**config.mk**
```make
export PLATFORM = sky130hd
export DESIGN_NAME = pager_top
export DESIGN_NICKNAME = d
export VERILOG_FILES = /design/src/logic/pager_pkg.sv /design/src/logic/dos_control.sv /design/src/logic/page_select.sv /design/src/logic/pager_top.sv /design/src/logic/window_pager.sv /design/src/logic/zbus_decode.sv
export SDC_FILE = /design/constraint.sdc
export NUM_CORES = 1
export LEC_CHECK = 0
export BUFFER_PORTS_ARGS = -buffer_cell sky130_fd_sc_hd__buf_2
export CAP_MARGIN = 20
export CORE_ASPECT_RATIO = 1.75
export CORE_MARGIN = 10
export CORE_UTILIZATION = 60
export DETAILED_ROUTE_END_ITERATION = 16
export MAX_ROUTING_LAYER = met4
export PLACE_DENSITY = 0.78
export SLEW_MARGIN = 15
export SYNTH_ARGS = -nofsm -noshare
export SYNTH_HDL_FRONTEND = slang
export SYNTH_SLANG_ARGS = --single-unit
```
**constraint.sdc**
```tcl
create_clock -name fclk -period 2.8 [get_ports fclk]
set_input_delay 0.42 -clock fclk [delete_from_list [all_inputs] [get_ports fclk]]
set_output_delay 0.42 -clock fclk [all_outputs]
set_load 0.01 [all_outputs]
```
**src/logic/pager_pkg.sv**
```systemverilog
// shared widths, bus and mapping types for the z80 window pager, used by scoped name
package pager_pkg;

	typedef logic [7:0]  page_t;   // physical 16k page number
	typedef logic [1:0]  win_t;    // window number from addr 15:14
	typedef logic [15:0] zaddr_t;  // z80 address
	typedef logic [7:0]  zdata_t;  // z80 data byte
	typedef logic [5:0]  ppage_t;  // page field of 7ffd in pent1m mode

	localparam page_t PAGE_FF = 8'hFF; // service rom / nmi ram page
	localparam logic [5:0] DOS_ENTRY_HI = 6'h3D; // fetch from 3Dxx enters dos

	// z80 bus as seen by the pager
	typedef struct packed {
		zaddr_t addr;
		zdata_t data;
		logic   mreq_n;  // level, sampled at zneg
		logic   m1_n;    // level, sampled at zpos
	} zbus_t;

	// 7ffd paging state from the port decoder
	typedef struct packed {
		logic   rom;     // 7ffd d4, picks bank of each window
		ppage_t page;    // ram page bits
		logic   ram0_0;  // ram page 0 into window 0
		logic   on_1m;   // 1M addressing, else 128k
	} pent1m_t;

	// mapping result of one window
	typedef struct packed {
		page_t page;
		logic  romnram;  // 1 = rom
	} win_map_t;

	// register view of one window for the xxBE readback
	typedef struct packed {
		page_t      page0;
		page_t      page1;
		logic [1:0] dos7ffd;  // per bank, follow 7ffd/dos
		logic [1:0] ramnrom;  // per bank, 1 = ram
	} win_regs_t;

endpackage

```
**src/logic/dos_control.sv**
```systemverilog
// dos state flag and the z80 clock stall that lets the rom settle when dos comes on
module dos_control #(
	parameter int STALL_LEN = 3 // extra f0 cycles of stall after the turn-on cycle
) (
	input  logic fclk,
	input  logic rst,
	input  logic f0,
	input  logic dos_on,     // or of window entry strobes
	input  logic dos_off,    // or of window exit strobes
	output logic dos,
	output logic zclk_stall
);

	localparam int CW = (STALL_LEN > 1) ? $clog2(STALL_LEN + 1) : 1;

	logic [CW-1:0] stall_cnt; // remaining stall cycles, 0 = idle

	// turn-on wins over turn-off
	always_ff @(posedge fclk)
	begin
		if (rst)
			dos <= 1'b0;
		else if (f0)
		begin
			if (dos_on)
				dos <= 1'b1;
			else if (dos_off)
				dos <= 1'b0;
		end
	end

	always_ff @(posedge fclk)
	begin
		if (rst)
			stall_cnt <= '0;
		else if (f0)
		begin
			if (dos_on)
				stall_cnt <= CW'(STALL_LEN);  // restart on every entry
			else if (stall_cnt != '0)
				stall_cnt <= stall_cnt - 1'b1;
		end
	end

	assign zclk_stall = dos_on || (stall_cnt != '0); // strobe covers first cycle

endmodule

```
**src/logic/page_select.sv**
```systemverilog
// picks the mapping of the addressed window and builds the xxBE readback byte
module page_select (
	input  logic                  fclk,
	input  logic                  rst,
	input  logic                  f0,
	input  pager_pkg::zbus_t      zbus,
	input  pager_pkg::win_map_t   maps [4],  // one per window
	input  pager_pkg::win_regs_t  regs [4],
	output pager_pkg::win_map_t   mem_map,   // page of the current access
	output pager_pkg::page_t      rd_data    // xxBE read byte
);

	pager_pkg::win_t      win;      // window of current address
	pager_pkg::win_regs_t sel_regs;
	pager_pkg::page_t     rd_nx;

	assign win      = zbus.addr[15:14];
	assign sel_regs = regs[win];

	// a9 low gives a page register, a9 high the flag nibble
	always_comb
	begin
		if (zbus.addr[9])
			rd_nx = {4'b0000, sel_regs.dos7ffd, sel_regs.ramnrom};
		else if (zbus.addr[8])
			rd_nx = sel_regs.page1;
		else
			rd_nx = sel_regs.page0;
	end

	always_ff @(posedge fclk)
	begin
		if (rst)
		begin
			mem_map.page    <= pager_pkg::PAGE_FF; // service rom
			mem_map.romnram <= 1'b1;
			rd_data         <= pager_pkg::PAGE_FF;
		end
		else if (f0)
		begin
			mem_map <= maps[win];
			rd_data <= rd_nx;
		end
	end

endmodule

```
**src/logic/pager_top.sv**
```systemverilog
// top of the z80 memory pager; connects bus decode, four windows, dos control and output stage
module pager_top #(
	parameter int STALL_LEN = 3 // dos entry stall, extra f0 cycles
) (
	input  logic                 fclk,
	input  logic                 rst,
	input  logic                 f0,
	input  logic                 zpos,
	input  logic                 zneg,
	input  pager_pkg::zbus_t     zbus,
	input  logic                 port_wr,
	input  logic                 pager_off,
	input  logic                 in_nmi,
	input  pager_pkg::pent1m_t   pent1m,     // 7ffd state
	output pager_pkg::win_map_t  mem_map,
	output pager_pkg::page_t     rd_data,
	output logic                 zclk_stall  // hold z80 clock
);

	logic                 fetch_stb;
	logic                 f7_wr;
	logic                 dos;
	logic [3:0]           dos_on_v;  // per window entry strobes
	logic [3:0]           dos_off_v;
	pager_pkg::win_map_t  maps [4];
	pager_pkg::win_regs_t regs [4];

	zbus_decode decode_i (
		.fclk      (fclk),
		.rst       (rst),
		.f0        (f0),
		.zpos      (zpos),
		.zneg      (zneg),
		.zbus      (zbus),
		.port_wr   (port_wr),
		.fetch_stb (fetch_stb),
		.f7_wr     (f7_wr)
	);

	// one pager per 16k window
	for (genvar w = 0; w < 4; w++)
	begin : win_g
		window_pager #(
			.WIN (pager_pkg::win_t'(w))
		) win_i (
			.fclk        (fclk),
			.rst         (rst),
			.f0          (f0),
			.zbus        (zbus),
			.fetch_stb   (fetch_stb),
			.zneg        (zneg),
			.f7_wr       (f7_wr),
			.pager_off   (pager_off),
			.in_nmi      (in_nmi),
			.pent1m      (pent1m),
			.dos         (dos),
			.map         (maps[w]),
			.regs        (regs[w]),
			.dos_on_stb  (dos_on_v[w]),
			.dos_off_stb (dos_off_v[w])
		);
	end

	dos_control #(
		.STALL_LEN (STALL_LEN)
	) dos_i (
		.fclk       (fclk),
		.rst        (rst),
		.f0         (f0),
		.dos_on     (|dos_on_v),   // only the fetched window can fire
		.dos_off    (|dos_off_v),
		.dos        (dos),
		.zclk_stall (zclk_stall)
	);

	page_select sel_i (
		.fclk    (fclk),
		.rst     (rst),
		.f0      (f0),
		.zbus    (zbus),
		.maps    (maps),
		.regs    (regs),
		.mem_map (mem_map),
		.rd_data (rd_data)
	);

endmodule

```
**src/logic/window_pager.sv**
```systemverilog
// one 16k window of the pager: page registers, page mapping and dos fetch detection
module window_pager #(
	parameter pager_pkg::win_t WIN = 2'd0 // window served, compared with addr 15:14
) (
	input  logic                  fclk,
	input  logic                  rst,
	input  logic                  f0,
	input  pager_pkg::zbus_t      zbus,
	input  logic                  fetch_stb,
	input  logic                  zneg,
	input  logic                  f7_wr,
	input  logic                  pager_off, // whole map is service rom
	input  logic                  in_nmi,
	input  pager_pkg::pent1m_t    pent1m,
	input  logic                  dos,
	output pager_pkg::win_map_t   map,
	output pager_pkg::win_regs_t  regs,
	output logic                  dos_on_stb,
	output logic                  dos_off_stb
);

	pager_pkg::page_t    pages [2]; // two banks, picked by 7ffd rom bit
	logic [1:0]          ramnrom;   // per bank, 1 = ram
	logic [1:0]          dos7ffd;   // per bank, page follows 7ffd or dos
	logic                bank;
	logic                in_win;
	logic                fetch_here;
	pager_pkg::page_t    bank_page;
	logic                bank_ram;
	logic                bank_7ffd;
	pager_pkg::win_map_t map_nx;

	assign bank      = pent1m.rom;
	assign in_win    = (zbus.addr[15:14] == WIN);
	assign bank_page = pages[bank];
	assign bank_ram  = ramnrom[bank];
	assign bank_7ffd = dos7ffd[bank];

	// page port writes land in the active bank
	always_ff @(posedge fclk)
	begin
		if (rst)
		begin
			pages[0] <= pager_pkg::PAGE_FF;
			pages[1] <= pager_pkg::PAGE_FF;
			ramnrom  <= 2'b00;   // both banks rom
			dos7ffd  <= 2'b00;
		end
		else if (f0 && f7_wr && in_win)
		begin
			if (zbus.addr[11])
			begin
				// xFF7, 6 bit page plus flags
				pages[bank]   <= ~{2'b11, zbus.data[5:0]};
				ramnrom[bank] <= zbus.data[6];
				dos7ffd[bank] <= zbus.data[7];
			end
			else
			begin
				pages[bank]   <= ~zbus.data; // x7F7, full 4M ram page
				ramnrom[bank] <= 1'b1;
				// 7ffd flag kept so 7ffd paging works across all 4M
			end
		end
	end

	// page for this window, highest priority first
	always_comb
	begin
		map_nx.romnram = ~bank_ram;
		map_nx.page    = bank_page;
		if (pager_off)
		begin
			map_nx.romnram = 1'b1;
			map_nx.page    = pager_pkg::PAGE_FF;
		end
		else if ((WIN == 2'd0) && in_nmi)
		begin
			map_nx.romnram = 1'b0;   // nmi handler lives in last ram page
			map_nx.page    = pager_pkg::PAGE_FF;
		end
		else if ((WIN == 2'd0) && pent1m.ram0_0)
		begin
			map_nx.romnram = 1'b0;
			map_nx.page    = 8'h00;
		end
		else if (bank_7ffd)
		begin
			if (!bank_ram)
				map_nx.page = {bank_page[7:1], dos}; // dos picks basic or dos rom
			else if (pent1m.on_1m)
				map_nx.page = {bank_page[7:6], pent1m.page};
			else
				map_nx.page = {bank_page[7:3], pent1m.page[2:0]}; // 128k style
		end
	end

	always_ff @(posedge fclk)
	begin
		if (rst)
		begin
			map.page    <= pager_pkg::PAGE_FF;
			map.romnram <= 1'b1;
		end
		else if (f0)
			map <= map_nx;
	end

	assign regs.page0   = pages[0];
	assign regs.page1   = pages[1];
	assign regs.dos7ffd = dos7ffd;
	assign regs.ramnrom = ramnrom;

	assign fetch_here = fetch_stb && zneg && in_win;

	// entry only through bank 1 as dos rom with 7ffd rom bit set
	assign dos_on_stb = fetch_here &&
	                    (zbus.addr[13:8] == pager_pkg::DOS_ENTRY_HI) &&
	                    dos7ffd[1] && !ramnrom[1] && pent1m.rom;

	assign dos_off_stb = fetch_here && bank_ram; // any fetch from ram leaves dos

endmodule

```
**src/logic/zbus_decode.sv**
```systemverilog
// samples z80 bus control on cpu edges and makes the fetch and xxF7 write strobes
module zbus_decode (
	input  logic              fclk,
	input  logic              rst,
	input  logic              f0,        // fclk enable
	input  logic              zpos,      // z80 clock rising edge strobe
	input  logic              zneg,      // z80 clock falling edge strobe
	input  pager_pkg::zbus_t  zbus,
	input  logic              port_wr,   // one cycle io write
	output logic              fetch_stb, // start of opcode fetch
	output logic              f7_wr      // write to an xxF7 page port
);

	logic m1_n_reg;   // m1 as of last zpos
	logic mreq_n_reg; // mreq as of last zneg

	// m1 goes low on the rising edge, latch it there
	always_ff @(posedge fclk)
	begin
		if (rst)
			m1_n_reg <= 1'b1;
		else if (f0 && zpos)
			m1_n_reg <= zbus.m1_n;
	end

	// previous mreq level for edge detection
	always_ff @(posedge fclk)
	begin
		if (rst)
			mreq_n_reg <= 1'b1;
		else if (f0 && zneg)
			mreq_n_reg <= zbus.mreq_n;
	end

	// mreq just fell inside an m1 cycle
	assign fetch_stb = f0 && zneg &&
	                   !m1_n_reg &&
	                   !zbus.mreq_n && mreq_n_reg;

	// xxF7 with a10 high covers x7F7 and xFF7
	assign f7_wr = port_wr &&
	               (zbus.addr[7:0] == 8'hF7) &&
	               zbus.addr[10];

endmodule

```
==> results of run 1 <==
-- metal layers --
| metal | vias to the layer above | global-route usage | routed length (um) |
|---|---|---|---|
| met2 | 241 | 0.3942 | 9481 |
| met3 | 48 | 0.03993 | 1098 |
| met5 | - | - | 0 |
| met4 | 0 | 0.1216 | 673 |
| li1 | 2430 | - | - |
| met1 | 2583 | 0.2785 | 7289 |
-- final cells by class --
class	instances	area, um2	share of cell area
tap	135	168.9	0.02105
clock inverter	14	138.9	0.01731
clock buffer	17	425.4	0.05303
multi-input combinational	439	3383	0.4217
sequential	138	3403	0.4242
timing repair buffer	84	480.5	0.05989
inverter	6	22.52	0.002807
-- cell families (layout without fill, tap and decap cells) --
group	count (synthesis)	after routing	synth area share
AND/OR/NAND/NOR	234	234	0.1802
AO/OA/AOI/OAI	102	102	0.09843
multiplexers	102	102	0.2026
buffers and inverters	50	121	0.03108
adder cells (fa/ha/maj)	1	1	0.001786
flip-flops	138	138	0.4859
-- where the power goes --
part / switching (mW) / internal (mW) / total (mW)
sequential: 0.0549 / 2.19 / 2.25
combinational: 0.249 / 0.193 / 0.443
clock: 0.905 / 1.24 / 2.14
-- critical path, cell delays in order, from the launching register on --
cell     delay (ns)
dfxtp_1        0.37
nor2b_1        0.15
mux4_2         0.52
a31oi_1        0.21
inv_1          0.05
buf_2          0.14
-- worst max-delay path by stage --
stage                                                 from                                        to  slack, ns
floorplan                                         zbus[13]  win_g[3].win_i.pages[0][0]$_SDFFCE_PN1P_       0.54
global placement                                  zbus[13]  win_g[0].win_i.pages[0][3]$_SDFFCE_PN1P_       0.46
detailed placement                                zbus[13]  win_g[0].win_i.pages[0][3]$_SDFFCE_PN1P_       0.39
CTS                 win_g[3].win_i.dos7ffd[1]$_SDFFE_PP0P_                                zclk_stall       0.52
global route        win_g[3].win_i.dos7ffd[1]$_SDFFE_PP0P_                                zclk_stall       0.39
finish              win_g[3].win_i.dos7ffd[1]$_SDFFE_PP0P_                                zclk_stall       0.53
-- placed cells by master, fill, tap and decap left out, types with 9 or more instances in the layout --
master      n
o22ai_1    10
edfxtp_1   64
buf_4      24
clkbuf_16  17
nand2_1    75
nor3_1     14
o21bai_1    9
a21oi_1    19
mux4_2     30
mux2i_1    54
o21ai_0    17
mux2_2     18
nor2_1     50
dfxtp_1    74
nand2b_1   41
buf_2      60
nand3_1     9
-- metrics by stage --
stage               total power, mW  utilization  hold WS (ns)  instances
floorplan                     2.571            -        0.4270        627
detailed placement            2.725       0.6477        0.4578        802
finish                        4.834       0.6967        0.2544        833
global placement              2.709       0.6477        0.4339        802
CTS                           4.852       0.6967        0.2459        833
global route                  4.982       0.6967        0.2714        833
==> flow_metrics.tcl, run 1 <==
set metrics [dict create \
    async_reset_ff_frac 0 \
    netlist_instances 627 \
    coreArea_um2 11520 \
    row_count 52 \
    grt_pass1_vias 5515 \
    synth_area_leader_cell "edfxtp_1" \
    period_share 0.8115 \
    antenna_left 0 \
    path_class "reg -> out" \
    seq_area_frac_synth 0.4859 \
    start_util 0.6082 \
    gr-usage-all-layers 0.2412 \
    setup_ws_ns 0.5278 \
    min_path_type "in -> reg" \
    syn_nets 671 \
    final_area_um2 8023 \
    wl_per_cell_um 22.26 \
    grt_antenna_before_repair 0 \
    fill_cells 876 \
    ctsHoldBuffers 0 \
    synth_ff_type "dfxtp_1" \
    dr.pass1.iters 7 \
    fmax_ghz 0.4401 \
    post-route-min-period_ns 2.272 \
    critPathLaunchType "register" \
    reg2reg_to "win_g[3].win_i.map[4]$_SDFFE_PP1P_" \
    io_pins 61 \
    yosysMostFrequentCell "nand2_1" \
    die_w_um 101.7 \
    synthTopCellsByArea "edfxtp_1 27%, dfxtp_1 21%, mux4_2 9.6%" \
    synth_top_area_share 0.2744 \
    place_congestion 0.9261 \
    cts.clk_slew.worst_paths_ns 0.06 \
    grt_max_degree 46 \
    min_to "decode_i.m1_n_reg$_SDFFE_PP1P_" \
    overflow 0 \
    drive_gt1_frac 0.2636 \
    rr_startpoint "win_g[3].win_i.dos7ffd[1]$_SDFFE_PP0P_" \
    worst_pin_slew_ns 0.6119 \
    area_growth_pct 14.54 \
    yosysWarnings 0 \
    final_nets 730 \
    grt_pass1_wl_um 29650 \
    vias 5302 \
    cts_resized 0 \
    regMostFlops "win_g.win_i.pages" \
    die_h_um 162.9 \
    totalWireLength_um 18540 \
    drt_iter0_drc 317 \
    min_from "zbus[0]" \
    place_ws_ns 0.3923 \
    viasPerCell 6.365 \
    cp-end-kind "primary output" \
    rrSetupSlack_ns 1.10 \
    timing.final.max_slew_violations 0 \
    p_leak_nw 3.102 \
    cp_max_fo 6 \
    critical_path_required_ns 2.38 \
    dp_hpwl_um 13940 \
    syn_area_um2 7004 \
    fin_tns_setup_ns 0 \
    drcViolationCount 0 \
    hold_violations 0 \
    worstHoldPathCells 2 \
    cts_htree_levels 4 \
    status "finished clean" \
    largest_reg_flops 64 \
    synth_edf_count 64 \
    skew_ns 0.008250 \
    cts_tree "done" \
    reg_top3 "win_g.win_i.pages: 64 flops, win_g.win_i.map: 36 flops, sel_i.mem_map: 9 flops" \
    slew_headroom 0.5878 \
    placed_cell_area_um2 7458 \
    ctsRootBufferMaster "clkbuf_16" \
    clock_latency_ns 0.42 \
    dieArea_um2 16570 \
    synth_cell_type_count 52 \
    io_buffers 60 \
    ys_ff_latch 138 \
    report.final.setup_viol 0 \
    cts_setup_buffers 0 \
    irDropWorstVdd_mv 0.4886 \
    avgSynthCellArea_um2 11.17 \
    rsz0062_at_grt "false" \
    maxCapViolations 0 \
    ys_top_cells_by_count "75 x nand2_1, 74 x dfxtp_1, 64 x edfxtp_1" \
    powerDensity_nw_per_um2 602.5 \
    critPathArrivalTime_ns 1.85 \
    cts_buffers 17 \
    clk_path_buf_depth 2 \
    rr_worst_depth 4 \
    diodes 0 \
    clock-sinks 138 \
]
Power figures use the tool's default switching activity.
==> run 2: changes to the inputs <==
Settings changed: CORE_UTILIZATION 60 to 54, PLACE_DENSITY 0.78 to 0.74.
Clock period 2.8 ns to 1.9 ns, I/O delays scaled along.
==> flow_metrics.tcl, run 2 (synthesis results as in run 1) <==
set metrics [dict create \
    cts_htree_levels 4 \
    final_cell_mix "75 x nand2_1, 69 x dfxtp_1, 64 x edfxtp_1" \
    dp_hpwl_um 14660 \
    clock_latency_ns 0.42 \
    critPathArrivalTime_ns 1.81 \
    area_growth_pct 19.99 \
    multi_input_area_um2 3452 \
    rsz0062_at_grt "true" \
    rr_startpoint "win_g[3].win_i.dos7ffd[1]$_SDFFE_PP0P_" \
    dr.pass1.iters 5 \
    cp-end-kind "primary output" \
    utilization 0.6566 \
    hold-worst-slack_ns 0.1162 \
    die_h_um 170.7 \
    maxCapViolations 0 \
    p_leak_nw 3.293 \
    start_util 0.5472 \
    slew_headroom 0.5690 \
    seqCellArea_um2 3410 \
    layout_commonest_cell "nand2_1" \
    wl_per_cell_um 21.51 \
    place_inst 860 \
    hold_violations 0 \
    setup.worst_path.start "win_g[3].win_i.dos7ffd[1]$_SDFFE_PP0P_" \
    critPathLaunchType "register" \
    violations "negative setup slack" \
    dieArea_um2 18110 \
    gr-usage-all-layers 0.2168 \
    rrSetupSlack_ns 0.23 \
    worst_pin_slew_ns 0.6303 \
    reg2reg_to "dos_i.stall_cnt[0]$_SDFFE_PP0P_" \
    fmax_ghz 0.4773 \
    regMostFlops "win_g.win_i.pages" \
    grt_antenna_before_repair 0 \
    placed_cell_area_um2 7791 \
    grt_max_degree 64 \
    row_count 55 \
    die_w_um 106.1 \
    timing.final.max_slew_violations 0 \
    drive_gt1_frac 0.3061 \
    report.final.setup_viol 1 \
    drcViolationCount 0 \
    grt_pass1_wl_um 29480 \
    setup_ws_ns -0.1951 \
    cts.clk_slew.worst_paths_ns 0.06 \
    antenna_left 0 \
    grt_pass1_vias 5454 \
    coreArea_um2 12800 \
    diodes 0 \
    critical_path_required_ns 1.62 \
    period_share 1.103 \
    place_ws_ns -0.04035 \
    fill_cells 995 \
    path_class "reg -> out" \
    final_nets 753 \
    place_congestion 0.9377 \
    clock-sinks 138 \
    final_area_um2 8404 \
    powerDensity_nw_per_um2 863.5 \
    cp_max_fo 6 \
    cts_buffers 17 \
    io_pins 61 \
    largest_reg_flops 64 \
    vias 5423 \
    totalWireLength_um 19210 \
    drt_iter0_drc 393 \
    ctsRootBufferMaster "clkbuf_16" \
    cts_tree "done" \
    min_path_type "in -> reg" \
    fin_cells 893 \
    reg_top3 "win_g.win_i.pages: 64 flops, win_g.win_i.map: 36 flops, sel_i.mem_map: 9 flops" \
    viasPerCell 6.073 \
    overflow 0 \
    status "finished with violations" \
    finalPower_mw 7.257 \
    post-route-min-period_ns 2.095 \
    irDropWorstVdd_mv 0.6434 \
    cp-endpoint "zclk_stall" \
    rr_worst_depth 5 \
    skew_ns 0.01521 \
    io_buffers 60 \
    clk_path_buf_depth 2 \
    fin_tns_setup_ns -0.1951 \
]
## run 2: cell types whose count changed in the layout (fill, tap and decap cells not counted), moves of 4 or more
cell	delta
buf_12	+6
buf_4	+17
clkinv_4	-4
dfxtp_1	-5
dfxtp_2	+5
or2_1	-5
or2_4	+7
## run 2: worst min path at each step
stage,from,endpoint,cells after the start,slack [ns]
after floorplan,decode_i.mreq_n_reg$_SDFFE_PP1N_,decode_i.mreq_n_reg$_SDFFE_PP1N_,1,0.43
after CTS,zbus[0],decode_i.m1_n_reg$_SDFFE_PP1P_,2,0.11
final,zbus[0],decode_i.m1_n_reg$_SDFFE_PP1P_,2,0.12
after global routing,zbus[0],decode_i.m1_n_reg$_SDFFE_PP1P_,2,0.10
after global placement,decode_i.mreq_n_reg$_SDFFE_PP1N_,decode_i.mreq_n_reg$_SDFFE_PP1N_,1,0.44
after detailed placement,win_g[0].win_i.map[0]$_SDFFE_PP1P_,win_g[0].win_i.map[0]$_SDFFE_PP1P_,1,0.45
## run 2: metal layers
| metal | GRT usage | part of all wire |
|---|---|---|
| met1 | 0.2238 | 0.37 |
| met2 | 0.3739 | 0.52 |
| met3 | 0.04633 | 0.057 |
| met4 | 0.1230 | 0.050 |
| met5 | - | 0 |
## run 2: power breakdown
group / internal (mW) / total, mW / leakage [nW] / switching [mW]
clock: 1.85 / 3.23 / 0.283 / 1.38
sequential: 3.23 / 3.31 / 1.25 / 0.0768
combinational: 0.328 / 0.720 / 1.76 / 0.392
## run 2: final cells by class
class / count / share of cell area
Multi-Input combinational cell: 439 / 0.4107
Sequential cell: 138 / 0.4057
Timing Repair Buffer: 107 / 0.08665
Clock buffer: 17 / 0.05062
Tap cell: 171 / 0.02546
Clock inverter: 15 / 0.01816
Inverter: 6 / 0.002680
## run 2: critical path: stages, from the launching register on
cell and delay (ns):
dfxtp_2 0.35, nor2b_1 0.14, mux4_2 0.53, a31oi_4 0.18, inv_1 0.05, buf_2 0.14
## run 2: what timing repair did
item	4_1_cts	5_1_grt
gates resized for setup	8	0
hold buffers	0	0
buffers inserted	1	0
endpoints found under the setup margin	1	1
pin swaps	0	0
